`src/mips_pkg.sv`:
```
//~~~~~~~~~~~~~~~~~~~~~~~~~~~~~~~~~~~~~~~~~~~~~~~~~~~~~~~~~~~~~~~~~~~~~~
// mips_pkg
// Widths, opcodes, instruction formats and the structs passed between
// the five stages of the pipelined MIPS core.
//~~~~~~~~~~~~~~~~~~~~~~~~~~~~~~~~~~~~~~~~~~~~~~~~~~~~~~~~~~~~~~~~~~~~~~
package mips_pkg;

    localparam int XLEN       = 32;
    localparam int REG_AW     = 5;
    localparam int IMEM_WORDS = 256;
    localparam int DMEM_WORDS = 256;
    localparam logic [XLEN-1:0] RESET_PC = '0;

    localparam logic [5:0] OP_RTYPE = 6'h00;
    localparam logic [5:0] OP_ADDI  = 6'h08;
    localparam logic [5:0] OP_LW    = 6'h23;
    localparam logic [5:0] OP_SW    = 6'h2b;
    localparam logic [5:0] OP_BEQ   = 6'h04;
    localparam logic [5:0] OP_BNE   = 6'h05;

    localparam logic [5:0] FN_ADD = 6'h20;
    localparam logic [5:0] FN_SUB = 6'h22;
    localparam logic [5:0] FN_AND = 6'h24;
    localparam logic [5:0] FN_OR  = 6'h25;
    localparam logic [5:0] FN_SLT = 6'h2a;

    typedef enum logic [2:0] {ALU_ADD, ALU_SUB, ALU_AND, ALU_OR, ALU_SLT} alu_op_t;

    typedef enum logic [2:0] {
        EXC_NONE, EXC_UNDEF, EXC_OVERFLOW, EXC_MISALIGNED, EXC_ZERO_WRITE
    } exc_cause_t;

    typedef struct packed {
        logic [5:0]        opcode;
        logic [REG_AW-1:0] rs;
        logic [REG_AW-1:0] rt;
        logic [REG_AW-1:0] rd;
        logic [4:0]        shamt;
        logic [5:0]        funct;
    } r_form_t;

    typedef struct packed {
        logic [5:0]        opcode;
        logic [REG_AW-1:0] rs;
        logic [REG_AW-1:0] rt;
        logic [15:0]       imm;
    } i_form_t;

    // same word seen as register form or immediate form
    typedef union packed {
        r_form_t r;
        i_form_t i;
    } instr_t;

    typedef struct packed {
        logic    reg_write;
        logic    mem_read;
        logic    mem_write;
        logic    alu_src_imm;
        logic    dest_is_rd;
        alu_op_t alu_op;
    } ctrl_t;

    typedef struct packed {
        logic              valid;
        logic [XLEN-1:0]   pc;
        ctrl_t             ctrl;
        logic [XLEN-1:0]   rs_val;
        logic [XLEN-1:0]   rt_val;
        logic [XLEN-1:0]   imm;
        logic [REG_AW-1:0] dest;
        exc_cause_t        cause;
    } id_ex_t;

    typedef struct packed {
        logic              valid;
        logic [XLEN-1:0]   pc;
        ctrl_t             ctrl;
        logic [XLEN-1:0]   alu_result;
        logic [XLEN-1:0]   store_data;
        logic [REG_AW-1:0] dest;
        exc_cause_t        cause;
    } ex_mem_t;

    typedef struct packed {
        logic              valid;
        logic [XLEN-1:0]   pc;
        ctrl_t             ctrl;
        logic [XLEN-1:0]   alu_result;
        logic [XLEN-1:0]   load_data;
        logic [REG_AW-1:0] dest;
        exc_cause_t        cause;
    } mem_wb_t;

    typedef struct packed {
        logic              valid;
        logic [XLEN-1:0]   pc;
        logic              reg_write;
        logic [REG_AW-1:0] dest;
        logic [XLEN-1:0]   data;
    } commit_t;

    typedef struct packed {
        logic            valid;
        exc_cause_t      cause;
        logic [XLEN-1:0] epc;
    } exc_t;

endpackage
```
`src/writeback_stage.sv`:
```
`timescale 1ns/1ps
//~~~~~~~~~~~~~~~~~~~~~~~~~~~~~~~~~~~~~~~~~~~~~~~~~~~~~~~~~~~~~~~~~~~~~~
// writeback_stage
// MEM/WB register and result select. Clean instructions retire; any
// tagged one raises the exception report that flushes the pipeline.
//~~~~~~~~~~~~~~~~~~~~~~~~~~~~~~~~~~~~~~~~~~~~~~~~~~~~~~~~~~~~~~~~~~~~~~
module writeback_stage import mips_pkg::*;
(
    input  logic    SYS_clk,
    input  logic    SYS_reset,
    input  mem_wb_t mem_wb,
    output commit_t retire,
    output exc_t    exc
);

    mem_wb_t         wb;
    exc_cause_t      cause;
    logic [XLEN-1:0] result;

    always_ff @(posedge SYS_clk or posedge SYS_reset)
    begin
        if (SYS_reset)
            wb <= '0;
        else
            wb <= mem_wb;
    end

    assign result = wb.ctrl.mem_read ? wb.load_data : wb.alu_result;

    always_comb
    begin
        cause = wb.cause;
        if (cause == EXC_NONE && wb.ctrl.reg_write && wb.dest == '0)
            cause = EXC_ZERO_WRITE;
    end

    assign retire.valid     = wb.valid && (cause == EXC_NONE);
    assign retire.pc        = wb.pc;
    assign retire.reg_write = wb.ctrl.reg_write;
    assign retire.dest      = wb.dest;
    assign retire.data      = result;

    assign exc.valid = wb.valid && (cause != EXC_NONE);
    assign exc.cause = cause;
    assign exc.epc   = wb.pc;                   // fetch resumes at epc + 4

endmodule

```
`config.mk`:
```
export PLATFORM = sky130hd
export DESIGN_NAME = writeback_stage
export DESIGN_NICKNAME = d
export VERILOG_FILES = /design/src/mips_pkg.sv /design/src/writeback_stage.sv
export SDC_FILE = /design/constraint.sdc
export NUM_CORES = 1
export LEC_CHECK = 0
export BUFFER_PORTS_ARGS = -buffer_cell sky130_fd_sc_hd__buf_2
export CAP_MARGIN = 20
export CELL_PAD_IN_SITES_DETAIL_PLACEMENT = 1
export CELL_PAD_IN_SITES_GLOBAL_PLACEMENT = 1
export CORE_AREA = 4 4 80 156
export CTS_CLUSTER_SIZE = 30
export DETAILED_ROUTE_END_ITERATION = 8
export DIE_AREA = 0 0 84 160
export PLACE_DENSITY_LB_ADDON = 0.12
export SYNTH_ARGS = -nofsm -noshare
export SYNTH_HDL_FRONTEND = slang
export SYNTH_SLANG_ARGS = --single-unit
```
`constraint.sdc`:
```
create_clock -name SYS_clk -period 4.2 [get_ports SYS_clk]
set_input_delay 0.84 -clock SYS_clk [delete_from_list [all_inputs] [get_ports SYS_clk]]
set_output_delay 0.84 -clock SYS_clk [all_outputs]
set_load 0.01 [all_outputs]
```
==> flow_metrics.env <==
export IMPL_p_comb_share_pct=9.5
export IMPL_htree_levels=3
export IMPL_grt_max_degree=76
export IMPL_worst_slew_pin_transition_ps=930
export IMPL_die_w_um=84
export IMPL_clk_path_buf_depth=2
export IMPL_antenna_found_initial=2
export IMPL_ys_warn_count=0
export IMPL_routed_wl_um=8520
export IMPL_syn_area_um2=3660
export IMPL_cts_tree="done"
export IMPL_ir_drop_mv=0.234
export IMPL_crit_path_top_delay_cell="dfrtp_1"
export IMPL_layout_min_cycle_time_ps=2910
export IMPL_power_frac_seq_pct=52.5
export IMPL_start_util_pct=32.4
export IMPL_p_leak_nw=2.40
export IMPL_drive_gt1_share_pct=70.2
export IMPL_p_per_area_nw_per_um2=450
export IMPL_synth_area_leader_cell="dfrtp_1"
export IMPL_overflow=0
export IMPL_worstPathRequired_ps=3360
export IMPL_synth_edf_count=0
export IMPL_cp_num_buf_inv=2
export IMPL_dp_hpwl_um=6860
export IMPL_portBuffers=215
export IMPL_yosys_top_cells_count="dfrtp_1 (107), buf_4 (70), mux2_2 (31)"
export IMPL_cts_sinks=107
export IMPL_path_cells="buf_4 -> mux2_2 -> buf_2"
export IMPL_switching_power_uw=494
export IMPL_rows=55
export IMPL_ctsHoldBuffers=0
export IMPL_ys_seq_area_share_pct=73.2
export IMPL_pre_cts_ws_ps=1590
export IMPL_ys_types=14
export IMPL_drtIter0Drc=38
export IMPL_async_flop_share_pct=100
export IMPL_hold_viol=0
export IMPL_power_mw=2.10
export IMPL_core_um2=11300
export IMPL_arrival_ps=2070
export IMPL_maxCapViolCount=0
export IMPL_cts_setup_buffers=0
export IMPL_syn2layout_area_growth_pct=27.8
export IMPL_fin_ws_ps=1290
export IMPL_switching_share_pct=23.5
export IMPL_setup_violations=0
export IMPL_cts_made_buffers=9
export IMPL_critical_path_depth=3
export IMPL_worstPathMaxFanout=19
export IMPL_ys_top_cells_by_area="dfrtp_1 (73%), buf_4 (14%), mux2_2 (9.5%)"
export IMPL_first_global_vias=2424
export IMPL_synthCells=224
export IMPL_path_clk_slew_ps=70
export IMPL_die_area_um2=13400
export IMPL_p_clk_share_pct=38.1
export IMPL_p_int_mw=1.61
export IMPL_synth_most_common_cell="dfrtp_1"
export IMPL_cts_resized=0
export IMPL_period_share_pct=69.4
export IMPL_drv_slew=0
export IMPL_grt_pass1_wl_um=12800
export IMPL_die_h_um=160
export IMPL_routabilityCongestion=0.698
export IMPL_dr_pass1_iters=4
export IMPL_yosys_most_used_dff="dfrtp_1"
export IMPL_holdPathEnd="wb[8]"
export IMPL_min_from="mem_wb[8]"
export IMPL_wire_per_inst_um=16.2
export IMPL_drc=0
export IMPL_track_usage_pct=12.7
export IMPL_syn_nets=339
export IMPL_ios=222
export IMPL_synth_top_area_share_pct=73.2
export IMPL_clockRootBuffer="clkbuf_16"
export IMPL_min_path_cells=1
export IMPL_viasPerCell=4.11
export IMPL_fmax_mhz=343
export IMPL_nets=492
export IMPL_end_kind="output port"
export IMPL_relSlewSlack_pct=38.0
export IMPL_fin_tns_setup_ps=0
export IMPL_ys_seq_elements=107
export IMPL_cp_slowest_stage_delay_ps=860
export IMPL_critPathTopFamily="flip-flops"
export IMPL_grt_setup_unrepaired="no"
export IMPL_via_count=2156
export IMPL_status="finished, final reports clean"
export IMPL_hold_class="input pin to flop"
export IMPL_cp_start_kind="flop"
export IMPL_syn_avg_cell_area_um2=16.3
export IMPL_critical_path_class="flop to output port"
export IMPL_detail_route_antenna_nets=0
## area by class of cell
cell class                 count  area [µm²]
clock buffer                  10         239
sequential                   107        2680
tap                          142         178
timing repair buffer         218        1100
antenna                        1        2.50
multi-input combinational     39         419
clock inverter                 6        46.3
fill                        1253        6620
inverter                       2        10.0
## per-layer routing
| layer | share of wire (%) | vias up | track usage [%] |
|---|---|---|---|
| met5 | 0.15 | - | 0 |
| met4 | 2.5 | 2 | 6.08 |
| met3 | 8.0 | 16 | 4.34 |
| met2 | 61 | 113 | 25.1 |
| met1 | 28 | 1074 | 10.8 |
| li1 | - | 951 | - |
## cell usage in the layout (no fill, tap or decap)
cell type / n
clkbuf_8: 1
o21bai_1: 1
diode_2: 1
o311a_1: 1
mux2_2: 31
inv_8: 1
clkbuf_16: 9
inv_6: 2
inv_4: 1
clkinv_2: 2
o22ai_1: 1
nor3_1: 1
buf_2: 215
dfrtp_1: 107
or4b_4: 1
or3b_2: 1
mux2_1: 1
or4_1: 1
clkinvlp_4: 1
inv_1: 1
buf_4: 3
## kinds of logic (layout without fill, tap and decap cells)
group	after synthesis	after routing	synth area share [%]
DFF	107	107	73.2
buffers and inverters	78	236	15.3
muxes	32	32	9.86
and+or+nand+nor	4	4	0.958
AOI/OAI and AO/OA	3	3	0.650
other	0	1	0
## how the worst max path moves through the flow
stage	from	end	slack [ps]
floorplan	SYS_reset	exc[0]	540
global route	wb[78]	retire[2]	1110
CTS	wb[78]	retire[2]	1210
global placement	wb[78]	retire[0]	1570
detailed placement	wb[78]	retire[2]	1590
finish	wb[78]	retire[2]	1290
## state kept, by name, indices dropped and copies added, names as in the netlist
signal and count:
retire 6, wb 69, exc 32
## stage by stage
stage               instances  hold WS [ps]  utilization (%)  instance area, µm²
floorplan                 224           871                -                3660
global placement          508           948             38.8                4380
detailed placement        508           949             38.8                4380
CTS                       524           578             41.4                4670
global route              525           571             41.4                4670
finish                    525           597             41.4                4670
## power groups by stage
stage | Sequential, mW | Combinational, mW | Clock, mW
detailed placement | 1.12 | 0.206 | 0
global placement | 1.12 | 0.203 | 0
finish | 1.10 | 0.199 | 0.799
global route | 1.11 | 0.218 | 0.881
floorplan | 1.12 | 0.134 | 0
CTS | 1.10 | 0.206 | 0.838
No activity file was read; power rests on OpenSTA's default activity.
