===== src/mips_pkg.sv =====
//~~~~~~~~~~~~~~~~~~~~~~~~~~~~~~~~~~~~~~~~~~~~~~~~~~~~~~~~~~~~~~~~~~~~~~
// mips_pkg
// Widths, opcodes, instruction formats and the structs passed between
// the five stages of the pipelined MIPS core.
//~~~~~~~~~~~~~~~~~~~~~~~~~~~~~~~~~~~~~~~~~~~~~~~~~~~~~~~~~~~~~~~~~~~~~~
package mips_pkg;

    localparam int XLEN       = 32;
    localparam int REG_AW     = 5;
    localparam int IMEM_WORDS = 256;
    localparam int DMEM_WORDS = 256;
    localparam logic [XLEN-1:0] RESET_PC = '0;

    localparam logic [5:0] OP_RTYPE = 6'h00;
    localparam logic [5:0] OP_ADDI  = 6'h08;
    localparam logic [5:0] OP_LW    = 6'h23;
    localparam logic [5:0] OP_SW    = 6'h2b;
    localparam logic [5:0] OP_BEQ   = 6'h04;
    localparam logic [5:0] OP_BNE   = 6'h05;

    localparam logic [5:0] FN_ADD = 6'h20;
    localparam logic [5:0] FN_SUB = 6'h22;
    localparam logic [5:0] FN_AND = 6'h24;
    localparam logic [5:0] FN_OR  = 6'h25;
    localparam logic [5:0] FN_SLT = 6'h2a;

    typedef enum logic [2:0] {ALU_ADD, ALU_SUB, ALU_AND, ALU_OR, ALU_SLT} alu_op_t;

    typedef enum logic [2:0] {
        EXC_NONE, EXC_UNDEF, EXC_OVERFLOW, EXC_MISALIGNED, EXC_ZERO_WRITE
    } exc_cause_t;

    typedef struct packed {
        logic [5:0]        opcode;
        logic [REG_AW-1:0] rs;
        logic [REG_AW-1:0] rt;
        logic [REG_AW-1:0] rd;
        logic [4:0]        shamt;
        logic [5:0]        funct;
    } r_form_t;

    typedef struct packed {
        logic [5:0]        opcode;
        logic [REG_AW-1:0] rs;
        logic [REG_AW-1:0] rt;
        logic [15:0]       imm;
    } i_form_t;

    // same word seen as register form or immediate form
    typedef union packed {
        r_form_t r;
        i_form_t i;
    } instr_t;

    typedef struct packed {
        logic    reg_write;
        logic    mem_read;
        logic    mem_write;
        logic    alu_src_imm;
        logic    dest_is_rd;
        alu_op_t alu_op;
    } ctrl_t;

    typedef struct packed {
        logic              valid;
        logic [XLEN-1:0]   pc;
        ctrl_t             ctrl;
        logic [XLEN-1:0]   rs_val;
        logic [XLEN-1:0]   rt_val;
        logic [XLEN-1:0]   imm;
        logic [REG_AW-1:0] dest;
        exc_cause_t        cause;
    } id_ex_t;

    typedef struct packed {
        logic              valid;
        logic [XLEN-1:0]   pc;
        ctrl_t             ctrl;
        logic [XLEN-1:0]   alu_result;
        logic [XLEN-1:0]   store_data;
        logic [REG_AW-1:0] dest;
        exc_cause_t        cause;
    } ex_mem_t;

    typedef struct packed {
        logic              valid;
        logic [XLEN-1:0]   pc;
        ctrl_t             ctrl;
        logic [XLEN-1:0]   alu_result;
        logic [XLEN-1:0]   load_data;
        logic [REG_AW-1:0] dest;
        exc_cause_t        cause;
    } mem_wb_t;

    typedef struct packed {
        logic              valid;
        logic [XLEN-1:0]   pc;
        logic              reg_write;
        logic [REG_AW-1:0] dest;
        logic [XLEN-1:0]   data;
    } commit_t;

    typedef struct packed {
        logic            valid;
        exc_cause_t      cause;
        logic [XLEN-1:0] epc;
    } exc_t;

endpackage

===== src/hazard_unit.sv =====
`timescale 1ns/1ps
//~~~~~~~~~~~~~~~~~~~~~~~~~~~~~~~~~~~~~~~~~~~~~~~~~~~~~~~~~~~~~~~~~~~~~~
// hazard_unit
// Checks decode sources against the execute and memory destinations;
// stalls decode or forwards the memory-stage ALU result.
//~~~~~~~~~~~~~~~~~~~~~~~~~~~~~~~~~~~~~~~~~~~~~~~~~~~~~~~~~~~~~~~~~~~~~~
module hazard_unit import mips_pkg::*;
(
    input  instr_t  d_instr,
    input  id_ex_t  id_ex,
    input  ex_mem_t ex_mem,
    output logic    stall,
    output logic    fwd_rs,
    output logic    fwd_rt
);

    logic [REG_AW-1:0] rs;
    logic [REG_AW-1:0] rt;
    logic              uses_rt;
    logic              ex_writer;
    logic              mem_load;
    logic              mem_alu_writer;

    assign rs = d_instr.r.rs;
    assign rt = d_instr.r.rt;
    assign uses_rt = (d_instr.r.opcode == OP_RTYPE) || (d_instr.r.opcode == OP_BEQ)
                     || (d_instr.r.opcode == OP_BNE) || (d_instr.r.opcode == OP_SW);

    assign ex_writer      = id_ex.ctrl.reg_write && (id_ex.dest != '0);
    assign mem_load       = ex_mem.ctrl.mem_read && (ex_mem.dest != '0);
    assign mem_alu_writer = ex_mem.ctrl.reg_write && !ex_mem.ctrl.mem_read
                            && (ex_mem.dest != '0);

    // result not ready yet in execute; load data not ready until writeback
    assign stall = (ex_writer && (id_ex.dest == rs || (uses_rt && id_ex.dest == rt)))
                   || (mem_load && (ex_mem.dest == rs || (uses_rt && ex_mem.dest == rt)));

    assign fwd_rs = mem_alu_writer && (ex_mem.dest == rs);
    assign fwd_rt = mem_alu_writer && uses_rt && (ex_mem.dest == rt);

endmodule


===== config.mk =====
export PLATFORM = sky130hd
export DESIGN_NAME = hazard_unit
export DESIGN_NICKNAME = d
export VERILOG_FILES = /design/src/mips_pkg.sv /design/src/hazard_unit.sv
export SDC_FILE = /design/constraint.sdc
export NUM_CORES = 1
export LEC_CHECK = 0
export ABC_AREA = 1
export CORE_AREA = 2 2 114 116
export DETAILED_ROUTE_END_ITERATION = 12
export DIE_AREA = 0 0 116 118
export DONT_BUFFER_PORTS = 1
export GPL_TIMING_DRIVEN = 1
export PLACE_DENSITY_LB_ADDON = 0.3
export SLEW_MARGIN = 15
export SYNTH_ARGS = -nofsm -noshare
export SYNTH_HDL_FRONTEND = slang
export SYNTH_SLANG_ARGS = --single-unit
export TNS_END_PERCENT = 1

===== constraint.sdc =====
create_clock -name vclk -period 0.9
set_clock_uncertainty 0.05 [all_clocks]
set_input_delay 0.135 -clock vclk [all_inputs]
set_output_delay 0.135 -clock vclk [all_outputs]
set_load 0.005 [all_outputs]

==> metrics.md, run 1 <==
| Metric | Value |
|---|---|
| Maximum number of pins on one net before global-route repair | 6 |
| Sequential cell area in the final layout | 0 sq um |
| Placed standard-cell area | 699 sq um |
| Synthesized area per cell | 4.60 sq um |
| DRC errors left | 0 |
| Effective utilization at floorplan | 3.60% |
| Number of global-route vias before repair | 557 |
| Diode count | 0 |
| Vertical die dimension | 118 um |
| Count of cell types in the netlist | 16 |
| Hold Path Cell Cnt | 2 |
| Area of the placeable core | 12400 sq um |
| Power density of the placed cells | 263 nW/um^2 |
| Floorplan die width | 116 um |
| Worst Slack Setup Final | -134 ps |
| Synth Net Count | 387 |
| Leakage power | 0.000309 uW |
| Global routing usage summed across all routing layers | 2.98% |
| Antenna violations before repair | 0 |
| CP Data Arrival Time | 850 ps |
| Min-Delay Path Class | in2out |
| Max-slew violation count | 0 |
| Wire length on met3 | 232 um |
| Syn Std Cell Area | 447 sq um |
| Topmost layer with routed signal wires | met3 |
| First-pass GRT wire length | 3130 um |
| Leading cell type by number of instances after synthesis | sky130_fd_sc_hd__nand2_1 |
| Number of sequential cells | 0 |
| Share of the synthesized area in the top cell type | 35.3% |
| Area of the die | 13700 sq um |
| GPL Wtd Cong | 0.719 |
| Router iterations before antenna repair | 4 |
| Element type at the critical path end | primary output |
| Result of the run | finished, violations left |
| Post-layout power | 196 uW |
| Worst hold margin | 376 ps |
| Filler cell count | 1525 |
| Yosys Warn Count | 0 |
| Worst Max-Slew Pin Slew | 233 ps |
| Leading area contributor after synthesis | sky130_fd_sc_hd__nand2_1 |
| Area added between synthesis and finish | 66.9% |
| Critical path launch point type | input port |
| Clock buf count | 0 |
| Hold-critical path endpoint | fwd_rt |
| Detailed-route vias per instance | 2.08 |
| IO Pins | 293 |
| Routed met2 length | 919 um |
| Fraction of layout instances using a drive strength above 1 | 22.5% |
| Final setup violation count | 3 |
| Antenna Nets Post-Route | 0 |
| Detailed router's first-iteration violation count | 19 |
| Wirelength per Cell | 7.96 um |
| Hold Buf Count CTS | 0 |
| Final core occ | 6.01% |
| Final design area excluding fillers | 746 sq um |
| Worst slew margin relative to its limit | 84.3% |
| Crit Path Max Fanout | 3 |
| Final wirelength | 2180 um |
| IO Port Bufs | 0 |
| Count of standard-cell rows | 41 |
| Upper clock frequency limit | 967 MHz |
| Crit path time final | 1030 ps |
| Required time of the critical path | 710 ps |
| Final worst-path cycle share | 115% |
| Remaining Overflow, GRT | 0 |
| Dpl ws | -271 ps |
| Number of maximum-capacitance violations | 0 |
| Maximum vdd ir drop | 0.0000819 V |
| Multi-input logic area | 410 sq um |
| Origin of the worst min-delay path | ex_mem[79] |
| Detailed placer's ending HPWL | 2030 um |
| Nets | 394 |
| RSZ-0062 raised after global routing | true |
| Buffer count from post-CTS setup fixing | 0 |
| Total via count in the routed design | 569 |
| Post-Route M1 WL | 1030 um |
| Critical path type | in2out |
| Violated checks | setup timing |
| Commonest cells in the netlist | sky130_fd_sc_hd__nand2_1 (42), sky130_fd_sc_hd__inv_1 (20), sky130_fd_sc_hd__nor2_1 (7) |
| Synth area leaders | sky130_fd_sc_hd__nand2_1 (35%), sky130_fd_sc_hd__inv_1 (17%), sky130_fd_sc_hd__xnor2_1 (7.8%) |
| Share of the yosys chip area belonging to registers | 0% |
| Hold violation count in the final report | 0 |
| Syn Inst Count | 97 |
## cells by family after synthesis
group	Yosys count	share of synthesized area [%]
compound gates	7	7.84
buf+inv	22	18.5
simple gates	62	61.9
xor+xnor	6	11.8
## layer usage
metal	GRT usage [%]	up-vias
met1	4.37	247
met2	4.42	23
li1	-	299
met5	0	-
met4	0	0
met3	1.08	0
## worst max-delay path, cell delays in order
cell	delay (ps)
sky130_fd_sc_hd__or2_0	210
sky130_fd_sc_hd__a21oi_2	160
sky130_fd_sc_hd__nand3_2	120
sky130_fd_sc_hd__nand2_1	90
sky130_fd_sc_hd__nand2_1	60
sky130_fd_sc_hd__nand2_2	80
## power by group
part	leakage, uW	switching (uW)	internal (uW)	total, uW
clock network	0	0	0	0
logic	0.000309	107	88.7	196
registers	0	0	0	0
## per-stage QoR
stage / cells / TNS (ps)
after floorplan: 97 / 0
after global placement: 274 / -629
after detailed placement: 274 / -652
after CTS: 274 / -388
after global routing: 274 / -424
final: 274 / -266
## final cells by class
class	instances	area share [%]
tap	172	28.9
timing repair buffer	5	5.03
multi-input combinational	75	55.0
inverter	22	11.1
## how the worst max path moves through the flow
| stage | from | end | cells after the start |
|---|---|---|---|
| 3_3_place_gp | d_instr[23] | stall | 6 |
| 2_1_floorplan | d_instr[23] | stall | 6 |
| 6_report | d_instr[23] | stall | 6 |
| 4_1_cts | d_instr[27] | stall | 9 |
| 5_1_grt | d_instr[26] | stall | 8 |
| 3_5_place_dp | d_instr[23] | stall | 6 |
## timing repair
action	in CTS	in global routing
gates resized for setup	7	8
pin swaps	2	10
endpoints found under the setup margin	3	3
## layout by cell type (no fill, tap or decap), types with 3 or more instances in the layout
| cell | instances |
|---|---|
| sky130_fd_sc_hd__inv_1 | 18 |
| sky130_fd_sc_hd__nand4_1 | 3 |
| sky130_fd_sc_hd__nand2_1 | 37 |
| sky130_fd_sc_hd__xnor2_1 | 4 |
| sky130_fd_sc_hd__nand2_2 | 5 |
| sky130_fd_sc_hd__inv_2 | 4 |
| sky130_fd_sc_hd__o21ai_1 | 3 |
| sky130_fd_sc_hd__nor2_1 | 5 |
| sky130_fd_sc_hd__buf_4 | 5 |
(Power assumes the default switching activity.)
==> run 2, diff against run 1 <==
--- a/config.mk
+++ b/config.mk
@@ -6,9 +6,9 @@
 export NUM_CORES = 1
 export LEC_CHECK = 0
 export ABC_AREA = 1
-export CORE_AREA = 2 2 114 116
+export CORE_AREA = 2 2 112 114
 export DETAILED_ROUTE_END_ITERATION = 12
-export DIE_AREA = 0 0 116 118
+export DIE_AREA = 0 0 114 116
 export DONT_BUFFER_PORTS = 1
 export GPL_TIMING_DRIVEN = 1
 export PLACE_DENSITY_LB_ADDON = 0.3
==> metrics.md, run 2 (synthesis gave the netlist of run 1 again) <==
| Metric | Value |
|---|---|
| Vertical die dimension | 116 um (-1.7%) |
| Dpl ws | -253 ps (+18.0 ps) |
| Commonest non-fill, non-tap cell in the layout | sky130_fd_sc_hd__nand2_1 |
| Area of the placeable core | 11900 sq um (-4.1%) |
| Critical path launch point type | input port |
| Maximum vdd ir drop | 0.000101 V (+24%) |
| Crit path time final | 1050 ps (+18.2 ps) |
| Cell breakdown of the critical path | or2_0, a21oi_2, nand3_2, nand2_2, nand2_2, nand2_2 |
| Floorplan die width | 114 um (-1.7%) |
| Final design area excluding fillers | 769 sq um (+3.2%) |
| RSZ-0062 raised after global routing | true |
| Wirelength per Cell | 8.43 um (+6.0%) |
| First-pass GRT wire length | 2960 um (-5.3%) |
| Detailed-route vias per instance | 2.37 (+14%) |
| Worst Slack Setup Final | -152 ps (-18.2 ps) |
| CP Buf/Inv Count | 0 (unchanged) |
| Top cell family by delay on the critical path | simple AND/OR/NAND/NOR gates |
| Violated checks | setup timing |
| Maximum single-stage delay on the critical path | 220 ps (about the same) |
| Upper clock frequency limit | 951 MHz (-1.7%) |
| Result of the run | finished, violations left |
| Count of standard-cell rows | 40 (-2.4%) |
| Worst Max-Slew Pin Slew | 197 ps (-36.5 ps) |
| Crit Path Max Fanout | 3 (unchanged) |
| Int Power | 101 uW (+14%) |
| Worst slew margin relative to its limit | 86.8% (+2.5 points) |
| Router iterations before antenna repair | 4 (unchanged) |
| Register share of total power | 0% (unchanged) |
| Net Sw Power | 115 uW (+6.6%) |
| Effective utilization at floorplan | 3.75% (+0.15 points) |
| Diode count | 0 (unchanged) |
| Area added between synthesis and finish | 72.3% |
| Antenna violations before repair | 0 (unchanged) |
| Buffer count from post-CTS setup fixing | 0 (unchanged) |
| Global routing usage summed across all routing layers | 2.94% (-0.042 points) |
| Power density of the placed cells | 281 nW/um^2 (+6.7%) |
| Final setup violation count | 3 (unchanged) |
| Min-Delay Path Class | in2out |
| Worst hold margin | 363 ps (-13.4 ps) |
| CP Data Arrival Time | 870 ps (+20 ps) |
| DRC errors left | 0 (unchanged) |
| Max-slew violation count | 0 (unchanged) |
| Hold Path Cell Cnt | 2 (unchanged) |
| Element type at the critical path end | primary output |
| Number of sequential cells | 0 (unchanged) |
| Placed Cells incl. Taps | 249 (-9.1%) |
| Number of global-route vias before repair | 552 (-0.90%) |
| Remaining Overflow, GRT | 0 (unchanged) |
| Leakage power | 0.000318 uW (+2.9%) |
| Clock buf count | 0 (unchanged) |
| Area of the die | 13200 sq um (-3.4%) |
| Final wirelength | 2100 um (-3.7%) |
| Hold Buf Count CTS | 0 (unchanged) |
| Hold violation count in the final report | 0 (unchanged) |
| GPL Wtd Cong | 0.678 (-5.7%) |
| Maximum number of pins on one net before global-route repair | 6 (unchanged) |
| Switching Fraction | 53.1% (-1.7 points) |
| Cell with the most instances on the worst path | sky130_fd_sc_hd__nand2_2 |
| Cell depth of the worst setup path | 6 (unchanged) |
| Nets | 394 (unchanged) |
| Number of maximum-capacitance violations | 0 (unchanged) |
| Cell Count, Final, Fillers Out | 249 (-9.1%) |
| Post-layout power | 216 uW (+10%) |
| Part of the total power dissipated in combinational logic | 100.0% (about the same) |
| Detailed placer's ending HPWL | 1960 um (-3.2%) |
| Fraction of layout instances using a drive strength above 1 | 34.3% (+12 points) |
| Cell at the slowest stage of the critical path | sky130_fd_sc_hd__or2_0 |
| IO Port Bufs | 0 (unchanged) |
| Leading cell types in the layout, fill and taps excluded | sky130_fd_sc_hd__nand2_1 (31), sky130_fd_sc_hd__inv_1 (16), sky130_fd_sc_hd__nand2_2 (10) |
| Placed standard-cell area | 668 sq um (-4.5%) |
| Clock share of power | 0% (unchanged) |
| Required time of the critical path | 710 ps (about the same) |
| Total via count in the routed design | 590 (+3.7%) |
| Antenna Nets Post-Route | 0 (unchanged) |
| Critical path type | in2out |
| Final worst-path cycle share | 117% (+2.0 points) |
| Detailed router's first-iteration violation count | 21 (+2) |
| IO Pins | 293 (unchanged) |
| Sequential cell area in the final layout | 0 sq um (unchanged) |
==> run 2: timing repair <==
action                     in CTS  in global routing
resized for setup              10                 25
pin swaps                       2                 15
setup endpoints to repair       3                  3
==> run 2: final timing paths <==
path,start,end,slack [ps]
worst max-delay path,d_instr[23],stall,-150
worst min-delay path,ex_mem[79],fwd_rs,360
==> run 2: layout make-up <==
| type | count | area (sq um) |
|---|---|---|
| fillers | 1426 | 11100 |
| inverters | 22 | 97.6 |
| multi-input cells | 75 | 450 |
| well taps | 147 | 184 |
| repair buffers | 5 | 37.5 |
==> run 2: through the flow <==
| stage | setup TNS (ps) | util, % |
|---|---|---|
| final | -307 | 6.46 |
| after global routing | -431 | 6.46 |
| after CTS | -341 | 5.90 |
| after detailed placement | -609 | 5.61 |
| after global placement | -609 | 5.61 |
| after floorplan | 0 | - |
==> run 2: per-layer routing <==
metal,vias to the layer above,routed length [um],track usage [%]
li1,300,-,-
met1,267,835,4.26
met2,23,910,4.40
met3,0,354,1.10
met4,0,0,0
met5,-,0,0
==> run 2: power by group through the flow <==
| stage | Sequential [uW] | Clock [uW] | Combinational (uW) |
|---|---|---|---|
| 2_1_floorplan | 0 | 0 | 130 |
| 3_3_place_gp | 0 | 0 | 180 |
| 3_5_place_dp | 0 | 0 | 176 |
| 4_1_cts | 0 | 0 | 193 |
| 5_1_grt | 0 | 0 | 243 |
| 6_report | 0 | 0 | 216 |
