## src/mips_pkg.sv

```systemverilog
//~~~~~~~~~~~~~~~~~~~~~~~~~~~~~~~~~~~~~~~~~~~~~~~~~~~~~~~~~~~~~~~~~~~~~~
// mips_pkg
// Widths, opcodes, instruction formats and the structs passed between
// the five stages of the pipelined MIPS core.
//~~~~~~~~~~~~~~~~~~~~~~~~~~~~~~~~~~~~~~~~~~~~~~~~~~~~~~~~~~~~~~~~~~~~~~
package mips_pkg;

    localparam int XLEN       = 32;
    localparam int REG_AW     = 5;
    localparam int IMEM_WORDS = 256;
    localparam int DMEM_WORDS = 256;
    localparam logic [XLEN-1:0] RESET_PC = '0;

    localparam logic [5:0] OP_RTYPE = 6'h00;
    localparam logic [5:0] OP_ADDI  = 6'h08;
    localparam logic [5:0] OP_LW    = 6'h23;
    localparam logic [5:0] OP_SW    = 6'h2b;
    localparam logic [5:0] OP_BEQ   = 6'h04;
    localparam logic [5:0] OP_BNE   = 6'h05;

    localparam logic [5:0] FN_ADD = 6'h20;
    localparam logic [5:0] FN_SUB = 6'h22;
    localparam logic [5:0] FN_AND = 6'h24;
    localparam logic [5:0] FN_OR  = 6'h25;
    localparam logic [5:0] FN_SLT = 6'h2a;

    typedef enum logic [2:0] {ALU_ADD, ALU_SUB, ALU_AND, ALU_OR, ALU_SLT} alu_op_t;

    typedef enum logic [2:0] {
        EXC_NONE, EXC_UNDEF, EXC_OVERFLOW, EXC_MISALIGNED, EXC_ZERO_WRITE
    } exc_cause_t;

    typedef struct packed {
        logic [5:0]        opcode;
        logic [REG_AW-1:0] rs;
        logic [REG_AW-1:0] rt;
        logic [REG_AW-1:0] rd;
        logic [4:0]        shamt;
        logic [5:0]        funct;
    } r_form_t;

    typedef struct packed {
        logic [5:0]        opcode;
        logic [REG_AW-1:0] rs;
        logic [REG_AW-1:0] rt;
        logic [15:0]       imm;
    } i_form_t;

    // same word seen as register form or immediate form
    typedef union packed {
        r_form_t r;
        i_form_t i;
    } instr_t;

    typedef struct packed {
        logic    reg_write;
        logic    mem_read;
        logic    mem_write;
        logic    alu_src_imm;
        logic    dest_is_rd;
        alu_op_t alu_op;
    } ctrl_t;

    typedef struct packed {
        logic              valid;
        logic [XLEN-1:0]   pc;
        ctrl_t             ctrl;
        logic [XLEN-1:0]   rs_val;
        logic [XLEN-1:0]   rt_val;
        logic [XLEN-1:0]   imm;
        logic [REG_AW-1:0] dest;
        exc_cause_t        cause;
    } id_ex_t;

    typedef struct packed {
        logic              valid;
        logic [XLEN-1:0]   pc;
        ctrl_t             ctrl;
        logic [XLEN-1:0]   alu_result;
        logic [XLEN-1:0]   store_data;
        logic [REG_AW-1:0] dest;
        exc_cause_t        cause;
    } ex_mem_t;

    typedef struct packed {
        logic              valid;
        logic [XLEN-1:0]   pc;
        ctrl_t             ctrl;
        logic [XLEN-1:0]   alu_result;
        logic [XLEN-1:0]   load_data;
        logic [REG_AW-1:0] dest;
        exc_cause_t        cause;
    } mem_wb_t;

    typedef struct packed {
        logic              valid;
        logic [XLEN-1:0]   pc;
        logic              reg_write;
        logic [REG_AW-1:0] dest;
        logic [XLEN-1:0]   data;
    } commit_t;

    typedef struct packed {
        logic            valid;
        exc_cause_t      cause;
        logic [XLEN-1:0] epc;
    } exc_t;

endpackage
```

## src/execute_stage.sv

```systemverilog
`timescale 1ns/1ps
//~~~~~~~~~~~~~~~~~~~~~~~~~~~~~~~~~~~~~~~~~~~~~~~~~~~~~~~~~~~~~~~~~~~~~~
// execute_stage
// ID/EX register and ALU. Signed overflow kills the instruction;
// misaligned load/store addresses are tagged for the memory stage.
//~~~~~~~~~~~~~~~~~~~~~~~~~~~~~~~~~~~~~~~~~~~~~~~~~~~~~~~~~~~~~~~~~~~~~~
module execute_stage import mips_pkg::*;
(
    input  logic    SYS_clk,
    input  logic    SYS_reset,
    input  logic    flush,
    input  id_ex_t  id_ex,
    output id_ex_t  id_ex_reg,
    output ex_mem_t ex_mem
);

    logic [XLEN-1:0] op_a;
    logic [XLEN-1:0] op_b;
    logic [XLEN-1:0] sum;
    logic [XLEN-1:0] diff;
    logic [XLEN-1:0] result;
    logic            mem_access;
    logic            overflow;

    always_ff @(posedge SYS_clk or posedge SYS_reset)
    begin
        if (SYS_reset)
            id_ex_reg <= '0;
        else if (flush)
            id_ex_reg <= '0;
        else
            id_ex_reg <= id_ex;
    end

    assign op_a = id_ex_reg.rs_val;
    assign op_b = id_ex_reg.ctrl.alu_src_imm ? id_ex_reg.imm : id_ex_reg.rt_val;
    assign sum  = op_a + op_b;
    assign diff = op_a - op_b;

    always_comb
    begin
        case (id_ex_reg.ctrl.alu_op)
            ALU_SUB: result = diff;
            ALU_AND: result = op_a & op_b;
            ALU_OR:  result = op_a | op_b;
            ALU_SLT: result = {{(XLEN-1){1'b0}}, $signed(op_a) < $signed(op_b)};
            default: result = sum;
        endcase
    end

    // address arithmetic never traps
    assign mem_access = id_ex_reg.ctrl.mem_read || id_ex_reg.ctrl.mem_write;
    always_comb
    begin
        overflow = 1'b0;
        if (id_ex_reg.ctrl.reg_write && !mem_access)
        begin
            if (id_ex_reg.ctrl.alu_op == ALU_ADD)
                overflow = (op_a[XLEN-1] == op_b[XLEN-1]) && (sum[XLEN-1] != op_a[XLEN-1]);
            else if (id_ex_reg.ctrl.alu_op == ALU_SUB)
                overflow = (op_a[XLEN-1] != op_b[XLEN-1]) && (diff[XLEN-1] != op_a[XLEN-1]);
        end
    end

    // an earlier fault left ctrl empty, so its cause passes untouched
    always_comb
    begin
        ex_mem.valid      = id_ex_reg.valid;
        ex_mem.pc         = id_ex_reg.pc;
        ex_mem.ctrl       = id_ex_reg.ctrl;
        ex_mem.alu_result = result;
        ex_mem.store_data = id_ex_reg.rt_val;
        ex_mem.dest       = id_ex_reg.dest;
        ex_mem.cause      = id_ex_reg.cause;
        if (overflow)
        begin
            ex_mem.ctrl  = '0;
            ex_mem.cause = EXC_OVERFLOW;
        end
        else if (mem_access && result[1:0] != 2'b00)
            ex_mem.cause = EXC_MISALIGNED;     // memory stage drops the access
    end

endmodule

```

## config.mk

```make
export PLATFORM = sky130hd
export DESIGN_NAME = execute_stage
export DESIGN_NICKNAME = d
export VERILOG_FILES = /design/src/mips_pkg.sv /design/src/execute_stage.sv
export SDC_FILE = /design/constraint.sdc
export NUM_CORES = 1
export LEC_CHECK = 0
export ABC_AREA = 1
export BUFFER_PORTS_ARGS = -buffer_cell sky130_fd_sc_hd__buf_2
export CAP_MARGIN = 0
export CORE_ASPECT_RATIO = 0.9
export CORE_MARGIN = 1
export CORE_UTILIZATION = 46
export CTS_CLUSTER_DIAMETER = 40
export DETAILED_ROUTE_END_ITERATION = 8
export PLACE_DENSITY = 0.78
export SLEW_MARGIN = 10
export SYNTH_ARGS = -nofsm -noshare
export SYNTH_HDL_FRONTEND = slang
export SYNTH_SLANG_ARGS = --single-unit
export TNS_END_PERCENT = 50
```

## constraint.sdc

```tcl
create_clock -name SYS_clk -period 4.8 [get_ports SYS_clk]
set_clock_uncertainty 0.15 [all_clocks]
set_input_delay 0.48 -clock SYS_clk [delete_from_list [all_inputs] [get_ports SYS_clk]]
set_output_delay 0.48 -clock SYS_clk [all_outputs]
set_load 0.02 [all_outputs]
```

==> results of run 1 <==
placed cells by master (no fill, tap or decap), types with 9 or more instances in the layout:
| cell | count |
|---|---|
| a21oi_1 | 101 |
| buf_2 | 404 |
| buf_4 | 12 |
| clkbuf_16 | 17 |
| dfrtp_1 | 144 |
| ha_1 | 105 |
| inv_1 | 358 |
| inv_2 | 9 |
| nand2_1 | 235 |
| nand2_2 | 16 |
| nand3_1 | 59 |
| nor2_1 | 245 |
| nor3_1 | 13 |
| o2111ai_1 | 14 |
| o21ai_0 | 86 |
| o21ai_1 | 12 |
| o21bai_1 | 13 |
| xor2_1 | 11 |
repair_timing:
item                                    in CTS  in global routing
hold buffers                                 1                  0
resized for setup                            0                  5
endpoints found under the setup margin       0                 15
hold endpoints to repair                    52                  0
cell type report:
| class | count | share of cell area [%] |
|---|---|---|
| clock buffer | 17 | 3.12 |
| clock inverter | 14 | 1.21 |
| inverter | 368 | 10.2 |
| multi-input combinational | 986 | 40.3 |
| sequential | 145 | 26.7 |
| tap | 302 | 2.77 |
| timing repair buffer | 418 | 15.7 |
worst min-delay path, delay by kind of cell:
kind                   cells  cell delay (ns)
buffers and inverters      2             0.13
AND/OR/NAND/NOR            1             0.03
cells by family (layout without fill, tap and decap cells):
logic type | Yosys count | in the layout | share of synthesized area [%]
buffers and inverters | 489 | 817 | 19.0
AND/OR/NAND/NOR | 593 | 593 | 21.8
flip-flops | 145 | 145 | 32.2
XOR/XNOR | 13 | 13 | 1.01
AO/OA/AOI/OAI | 273 | 273 | 14.0
adder cells (fa/ha/maj) | 107 | 107 | 12.0
path summary, 6_finish.rpt:
kind                                           from  cells after the start                 endpoint
setup / recovery           id_ex_reg[108]$_DFF_PP0_                     14               ex_mem[54]
hold / removal                            id_ex[31]                      3  id_ex_reg[31]$_DFF_PP0_
max in group asynchronous                 SYS_reset                      4     ex_mem[36]$_DFF_PP0_
min in group asynchronous                 SYS_reset                      3      ex_mem[4]$_DFF_PP0_
metal layers:
layer	vias up	GRT usage (%)	wire length (um)
li1	5514	-	-
met1	5458	42.9	17300
met2	612	51.7	19000
met3	85	9.46	4340
met4	2	11.5	1130
met5	-	0	13
power groups by stage:
stage | clock, mW | sequential, mW | combinational [mW]
floorplan | 0 | 1.43 | 0.838
global placement | 0 | 1.37 | 1.33
detailed placement | 0 | 1.37 | 1.33
CTS | 1.36 | 1.35 | 1.34
global route | 1.41 | 1.36 | 1.48
finish | 1.34 | 1.35 | 1.36
metrics by stage:
step | util, % | total power, mW
2_1_floorplan | - | 2.27
3_3_place_gp | 55.0 | 2.70
3_5_place_dp | 55.0 | 2.71
4_1_cts | 57.5 | 4.05
5_1_grt | 57.6 | 4.25
6_report | 57.6 | 4.06
==> results.md, run 1 <==
* DR vias at 11700
* Global-route wire length before repair at 61.9 mm
* Final Non-Filler Cells at 2250
* Core ar. at 23700 um^2
* CP max stage delay at 0.60 ns
* Largest net degree at the start of global routing at 60
* Pwr/cell area at 298 nW/um^2
* Root Buffer: clkbuf_16
* Tmin final at 4.49 ns
* TritonCTS clock tree: yes
* MaxCap Viol Count at 0
* Leading area contributor after synthesis: dfrtp_1
* Height of the die at 150 um
* Crit end category: output pin
* Rows at 53
* Register area at 3630 um^2
* WP data arrival at 3.86 ns
* FILL cells at 2315
* Setup TNS at 0 ns
* Synth Net Count at 1875
* Combinational power share at 33.6%
* Worst-margin pin slew at 0.904 ns
* Placed inst area at 13000 um^2
* Area of the multi-input gates at 5500 um^2
* Worst VDD drop at 0.218 mV
* Buf/Inv on CP at 4
* PortBufs at 405
* Critical Path RT at 4.17 ns
* # Post-CTS Setup Buffers at 0
* Post-synth top area share at 32.2%
* Run status: completed
* Final Hold Violating Endpoints at 0
* Max FO, Critical Path at 37
* Initial antenna violation count at 1
* GRT Util Overall at 32.8%
* Pins Over Slew Limit at 0
* Fmax at 223 MHz
* Post-DR vias/cell at 5.19
* Max reg flops at 70
* Die ar. at 25100 um^2
* Clock power share at 33.1%
* Fin crit share at 93.6%
* DRC errors left at 0
* Final Cell Area at 13600 um^2
* Slew HR at 39.7%
* N_diodes at 0
* Dominant cells by area after synthesis: dfrtp_1 32%, inv_1 12%, ha_1 12%
* RSZ-0062 raised after global routing: no
* Synth Instances at 1620
* Crit start category: flip-flop
* Syn Std Cell Area at 11300 um^2
* Chip width at 167 um
* Wirelength per Cell at 18.6 um
* Layout cells sized above 1 at 25.6%
* Sw frac at 39.9%
* Antenna-violating nets left at 0
* DP Wirelength at 34.1 mm
* Placed Cells incl. Taps at 2218
* P_sw at 1.62 mW
* DRT Pass-1 Iters at 6
* CTS H-tree lvls at 4
* Fin Hold WS at 0.0854 ns
* Ys flop type: dfrtp_1
* Leak pwr at 8.23 nW
* Place WS at 0.647 ns
* Chain of cells forming the critical path: buf_12 -> o21ai_0 -> ha_1 -> inv_1 -> nand3_1 -> nand2_1 -> a21oi_1 -> o21ai_2 -> inv_1 -> o21bai_1 -> a21oi_1 -> o21ai_0 -> o211ai_1 -> buf_2
* Hold Crit Class: input pin to flip-flop
* CTS Buf Count at 17
* Final Wtd Congestion at 1.06
* Initial core utilization at 47.6%
* CP Class: flip-flop to output pin
* Global route overflow at 0
* Sequential share of power at 33.3%
* Vias in the first global route at 11000
* Area delta synth->final at 20.9%
* Ports at 406
* Post-synth EDFFs at 0
* Internal at 2.44 mW
* Post-synthesis register bit count at 145
* Setup WS post-layout at 0.307 ns
* # setup viols final at 0
* Share of synthesized registers carrying an async set or reset at 100%
* Post-synthesis cell type count at 47
* Crit path max-delay family: compound AO/OA/AOI/OAI gates
* Top cells by count, synth: 359 x inv_1, 245 x nor2_1, 235 x nand2_1
* Sink Count at 145
* Nets at 2191
* Sequential cell area fraction in the yosys report at 32.2%
* Clock Tree Buf Depth at 2
* Initial drt markers at 1112
* Reg clk slew, reported paths at 0.07 ns
* Most frequent cell after synthesis: inv_1
* Ys Warns at 0
* Slowest-stage cell, CP: dfrtp_4
* Mean post-synth cell area at 6.96 um^2
* Routed WL at 41.8 mm
Power figures use the tool's default switching activity.
==> run 2, diff against run 1 <==
--- a/config.mk
+++ b/config.mk
@@ -9,9 +9,10 @@
 export BUFFER_PORTS_ARGS = -buffer_cell sky130_fd_sc_hd__buf_2
 export CAP_MARGIN = 0
 export CORE_ASPECT_RATIO = 0.9
-export CORE_MARGIN = 1
+export CORE_MARGIN = 4
 export CORE_UTILIZATION = 46
 export CTS_CLUSTER_DIAMETER = 40
+export CTS_CLUSTER_SIZE = 10
 export DETAILED_ROUTE_END_ITERATION = 8
 export PLACE_DENSITY = 0.78
 export SLEW_MARGIN = 10
==> constraint.sdc (replaced) <==
create_clock -name SYS_clk -period 4 [get_ports SYS_clk]
set_clock_uncertainty 0.15 [all_clocks]
set_input_delay 0.4 -clock SYS_clk [delete_from_list [all_inputs] [get_ports SYS_clk]]
set_output_delay 0.4 -clock SYS_clk [all_outputs]
set_load 0.02 [all_outputs]
==> results.md, run 2 (synthesis gave the netlist of run 1 again) <==
* Run status: complete, but fails checks
* Failing checks: negative setup slack
* Root Buffer: clkbuf_16
* Sink Count at 145
* Antenna-violating nets left at 0
* Clock power share at 31.4%
* Most used routing layer: met2
* GR Util met1 at 41.6%
* WP data arrival at 3.45 ns
* Height of the die at 156 um
* P_sw at 2.08 mW
* Ports at 406
* Final Hold Violating Endpoints at 0
* Initial antenna violation count at 0
* Core ar. at 24200 um^2
* Worst VDD drop at 0.292 mV
* Max FO, Critical Path at 7
* # setup viols final at 1
* Worst-margin pin slew at 1.08 ns
* Final Non-Filler Cells at 2326
* Pins Over Slew Limit at 0
* PortBufs at 405
* Sequential share of power at 31.4%
* Crit start category: flip-flop
* RSZ-0062 raised after global routing: yes
* Register area at 3630 um^2
* Initial core utilization at 46.6%
* Largest net degree at the start of global routing at 98
* CP Class: flip-flop to output pin
* FILL cells at 2188
* Global-route wire length before repair at 66.4 mm
* Routed WL at 46.0 mm
* Max reg flops at 70
* Internal at 3.10 mW
* Area delta synth->final at 33.2%
* Nets at 2261
* Chip width at 173 um
* Combinational power share at 37.2%
* Leak pwr at 8.74 nW
* DRT Pass-1 Iters at 6
* TritonCTS clock tree: yes
* Layout cells sized above 1 at 33.4%
* DP Wirelength at 36.0 mm
* MaxCap Viol Count at 0
* Commonest non-fill, non-tap cell in the layout: buf_2
* Slew HR at 28.0%
* DRC errors left at 0
* GRT Util Overall at 31.8%
* Fmax at 250 MHz
* Die ar. at 27100 um^2
* Reg clk slew, reported paths at 0.07 ns
* Area of the multi-input gates at 6160 um^2
* Rows at 54
* Placed Cells incl. Taps at 2246
* Initial drt markers at 1305
* Crit end category: output pin
* Sw frac at 40.2%
* N_diodes at 0
* Fin crit share at 100%
* Clock Tree Buf Depth at 2
* Tmin final at 4.00 ns
* Met3 usage at 8.24%
* Most frequent cells in the layout: 390 x buf_2, 349 x inv_1, 235 x nor2_1
* Critical Path RT at 3.45 ns
* Vias in the first global route at 11600
* Post-DR vias/cell at 5.26
* Post-layout util at 62.1%
* Setup WS post-layout at -0.000598 ns
* Final Wtd Congestion at 1.04
* Global route overflow at 0
* DR vias at 12200
* Hold Crit Class: input pin to flip-flop
* GR Layer Usage met2 at 51.1%
* Wirelength per Cell at 19.8 um
* CTS Buf Count at 17
* Pwr/cell area at 345 nW/um^2
* CTS H-tree lvls at 4
run 2: cell count changes in the layout (fill, tap and decap cells not counted), moves of 13 or more:
cell           previous run  this run
o21ai_0                  86        51
buf_4                    12        62
ha_1                    105        85
a21oi_1                 101        84
nand2_2                  16        31
nand2_1                 235       213
a21oi_2                   7        20
buf_2                   404       390
dlygate4sd3_1             1        19
o21ai_2                   3        17
run 2: power by group through the flow:
| stage | clock [mW] | sequential [mW] | combinational, mW |
|---|---|---|---|
| final | 1.63 | 1.63 | 1.92 |
| after global routing | 1.72 | 1.63 | 2.06 |
| after CTS | 1.65 | 1.62 | 1.74 |
| after detailed placement | 0 | 1.65 | 1.65 |
| after global placement | 0 | 1.65 | 1.64 |
| after floorplan | 0 | 1.71 | 1.01 |
run 2: metal layers:
metal | part of all wire (%) | wire length, um
met1 | 39 | 18100
met4 | 3.8 | 1750
met5 | 0 | 0
met2 | 46 | 21300
met3 | 11 | 4840
run 2: layout make-up:
type	instances	share of cell area (%)
Clock buffer	17	2.83
Clock inverter	14	1.12
Inverter	368	9.27
Multi-Input combinational cell	986	41.0
Sequential cell	145	24.2
Tap cell	308	2.57
Timing Repair Buffer	488	19.0
run 2: timing repair:
item | CTS | global route
pin swaps | 5 | 25
hold endpoints to repair | 19 | 0
hold buffers | 19 | 0
setup endpoints to repair | 30 | 30
resized for setup | 85 | 141
gates cloned | 1 | 2
buffers inserted | 7 | 20
run 2: worst max-delay path: stages, from the launching register on:
cell	delay [ns]
dfrtp_2	0.48
buf_12	0.16
buf_4	0.13
buf_6	0.12
nand2_1	0.11
o21ai_4	0.09
ha_4	0.31
buf_4	0.11
nand2_1	0.11
nor2_2	0.24
a21oi_4	0.10
o21ai_1	0.26
nand3_1	0.11
nand2_1	0.16
xor2_1	0.16
nand2_1	0.06
nand3_1	0.12
buf_4	0.15
run 2: final timing paths:
| check | cells past startpoint | start | end |
|---|---|---|---|
| setup / recovery | 17 | id_ex_reg[108]$_DFF_PP0_ | ex_mem[68] |
| min in group asynchronous | 2 | SYS_reset | id_ex_reg[9]$_DFF_PP0_ |
| hold / removal | 3 | id_ex[115] | ex_mem[83]$_DFF_PP0_ |
| max in group asynchronous | 3 | SYS_reset | op_a[20]$_DFF_PP0_ |
run 2: stage by stage:
stage	hold WS [ns]	setup slack, ns	setup TNS, ns	power (mW)	cell area, um^2
finish	0.0133	-0.000598	-0.000598	5.18	15000
floorplan	0.351	0.438	0	2.72	11300
global placement	0.453	0.000985	0	3.29	13200
detailed placement	0.456	-0.00422	-0.00743	3.30	13200
CTS	0.000405	0.000212	0	5.01	14400
global route	0.00786	-0.181	-1.41	5.41	15000
==> run 3, diff against run 2 <==
--- a/config.mk
+++ b/config.mk
@@ -15,6 +15,7 @@
 export CTS_CLUSTER_SIZE = 10
 export DETAILED_ROUTE_END_ITERATION = 8
 export PLACE_DENSITY = 0.78
+export SETUP_SLACK_MARGIN = 0.1
 export SLEW_MARGIN = 10
 export SYNTH_ARGS = -nofsm -noshare
 export SYNTH_HDL_FRONTEND = slang
==> results.md, run 3 (synthesis gave the netlist of run 1 again) <==
* Tmin final at 4.01 ns
* Crit start category: flip-flop
* Vias in the first global route at 11700
* RSZ-0062 raised after global routing: yes
* Fin Hold WS at 0.0137 ns
* Global-route wire length before repair at 66.7 mm
* FILL cells at 2203
* CTS H-tree lvls at 4
* Setup WS post-layout at -0.0123 ns
* Sink Count at 145
* Core ar. at 24200 um^2
* Final Hold Violating Endpoints at 0
* N_diodes at 0
* GRT Util Overall at 31.9%
* Hold Crit Class: input pin to flip-flop
* CTS Buf Count at 17
* Pins Over Slew Limit at 0
* Critical Path RT at 3.45 ns
* Fin crit share at 100%
* MaxCap Viol Count at 0
* Total power at 5.18 mW
* Slew HR at 26.6%
* Clock Tree Buf Depth at 2
* DRC errors left at 0
* CP Class: flip-flop to output pin
* Worst VDD drop at 0.289 mV
* CP max stage delay at 0.48 ns
* Largest net degree at the start of global routing at 98
* Fmax at 249 MHz
* DP Wirelength at 36.0 mm
* Run status: complete, but fails checks
* Area delta synth->final at 32.7%
* Initial drt markers at 1405
* Commonest non-fill, non-tap cell in the layout: buf_2
* Initial antenna violation count at 0
* Chain of cells forming the critical path: buf_12 -> buf_16 -> o21ai_2 -> buf_4 -> inv_1 -> fa_2 -> nand2_1 -> nand3_1 -> o21ai_4 -> inv_2 -> a21o_1 -> nand3_1 -> nand3_2 -> nand2_1 -> nand2_1 -> a21oi_1 -> o21ai_0 -> nand3_1 -> buf_2
* Global route overflow at 0
* Nets at 2256
* Post-DR vias/cell at 5.26
* Worst-margin pin slew at 1.10 ns
* Antenna-violating nets left at 0
* Initial core utilization at 46.6%
* Worst Hold Depth at 3
* TritonCTS clock tree: yes
* Buf/Inv on CP at 6
* Reg clk slew, reported paths at 0.07 ns
* Failing checks: negative setup slack
* Stages on the worst setup path at 19
* Crit end category: output pin
* Max FO, Critical Path at 9
* Ports at 406
* Layout cells sized above 1 at 32.9%
* Capture point of the critical path: ex_mem[66]
* Root Buffer: clkbuf_16
* Max reg flops at 70
* Worst Setup SP: id_ex_reg[108]$_DFF_PP0_
* DR vias at 12200
* Leak pwr at 8.72 nW
* Most frequent cells in the layout: 386 x buf_2, 352 x inv_1, 235 x nor2_1
* Slowest-stage cell, CP: dfrtp_2
* Chip width at 173 um
* PortBufs at 405
* Pwr/cell area at 346 nW/um^2
* Die ar. at 27100 um^2
* Height of the die at 156 um
* # setup viols final at 1
* WP data arrival at 3.46 ns
* DRT Pass-1 Iters at 8
* Final Wtd Congestion at 1.04
* Rows at 54
* Routed WL at 45.8 mm
* Wirelength per Cell at 19.7 um
* Crit path max-delay family: buffers and inverters
## run 3: worst min path at each step
stage | slack, ns | from | endpoint
3_5_place_dp | 0.46 | id_ex[89] | op_a[17]$_DFF_PP0_
3_3_place_gp | 0.45 | id_ex[139] | ex_mem[107]$_DFF_PP0_
2_1_floorplan | 0.35 | id_ex[132] | ex_mem[100]$_DFF_PP0_
6_report | 0.01 | id_ex[115] | ex_mem[83]$_DFF_PP0_
4_1_cts | 0.0004 | id_ex[66] | ex_mem[34]$_DFF_PP0_
5_1_grt | 0.008 | id_ex[17] | id_ex_reg[17]$_DFF_PP0_
## run 3: metrics by stage
step / std cells / utilization (%) / instance area, um^2 / setup TNS (ns) / setup WS, ns
after floorplan: 1620 / - / 11300 / 0 / 0.438
final: 2321 / 61.8 / 15000 / -0.0123 / -0.0123
after global placement: 2246 / 54.7 / 13200 / 0 / 0.000985
after detailed placement: 2246 / 54.7 / 13200 / -0.00743 / -0.00422
after CTS: 2307 / 59.8 / 14500 / 0 / 0.0481
after global routing: 2321 / 61.8 / 15000 / -2.06 / -0.190
## run 3: where the power goes
| part | total [mW] | internal (mW) | switching (mW) |
|---|---|---|---|
| clock network | 1.63 | 0.891 | 0.737 |
| logic | 1.92 | 0.669 | 1.26 |
| registers | 1.63 | 1.54 | 0.0857 |
## run 3: routing by layer
layer / up-vias / routed length (um) / global-route usage, %
met5: - / 0 / 0
met4: 0 / 1900 / 12.0
met3: 118 / 4720 / 8.41
met2: 687 / 21000 / 51.4
met1: 5754 / 18100 / 41.7
li1: 5660 / - / -
## run 3: final cells by class
class,instances,area [um^2],share of cell area [%]
Tap cell,308,385,2.58
Multi-Input combinational cell,986,6140,41.0
Clock inverter,14,169,1.13
Timing Repair Buffer,483,2820,18.9
Sequential cell,145,3630,24.3
Inverter,368,1390,9.29
Clock buffer,17,425,2.84
## run 3: timing repair
action,CTS,global route
hold buffers,19,0
pin swaps,8,25
setup buffers,10,13
resized for setup,115,102
gates cloned,1,1
hold endpoints to repair,19,0
setup endpoints to repair,32,30
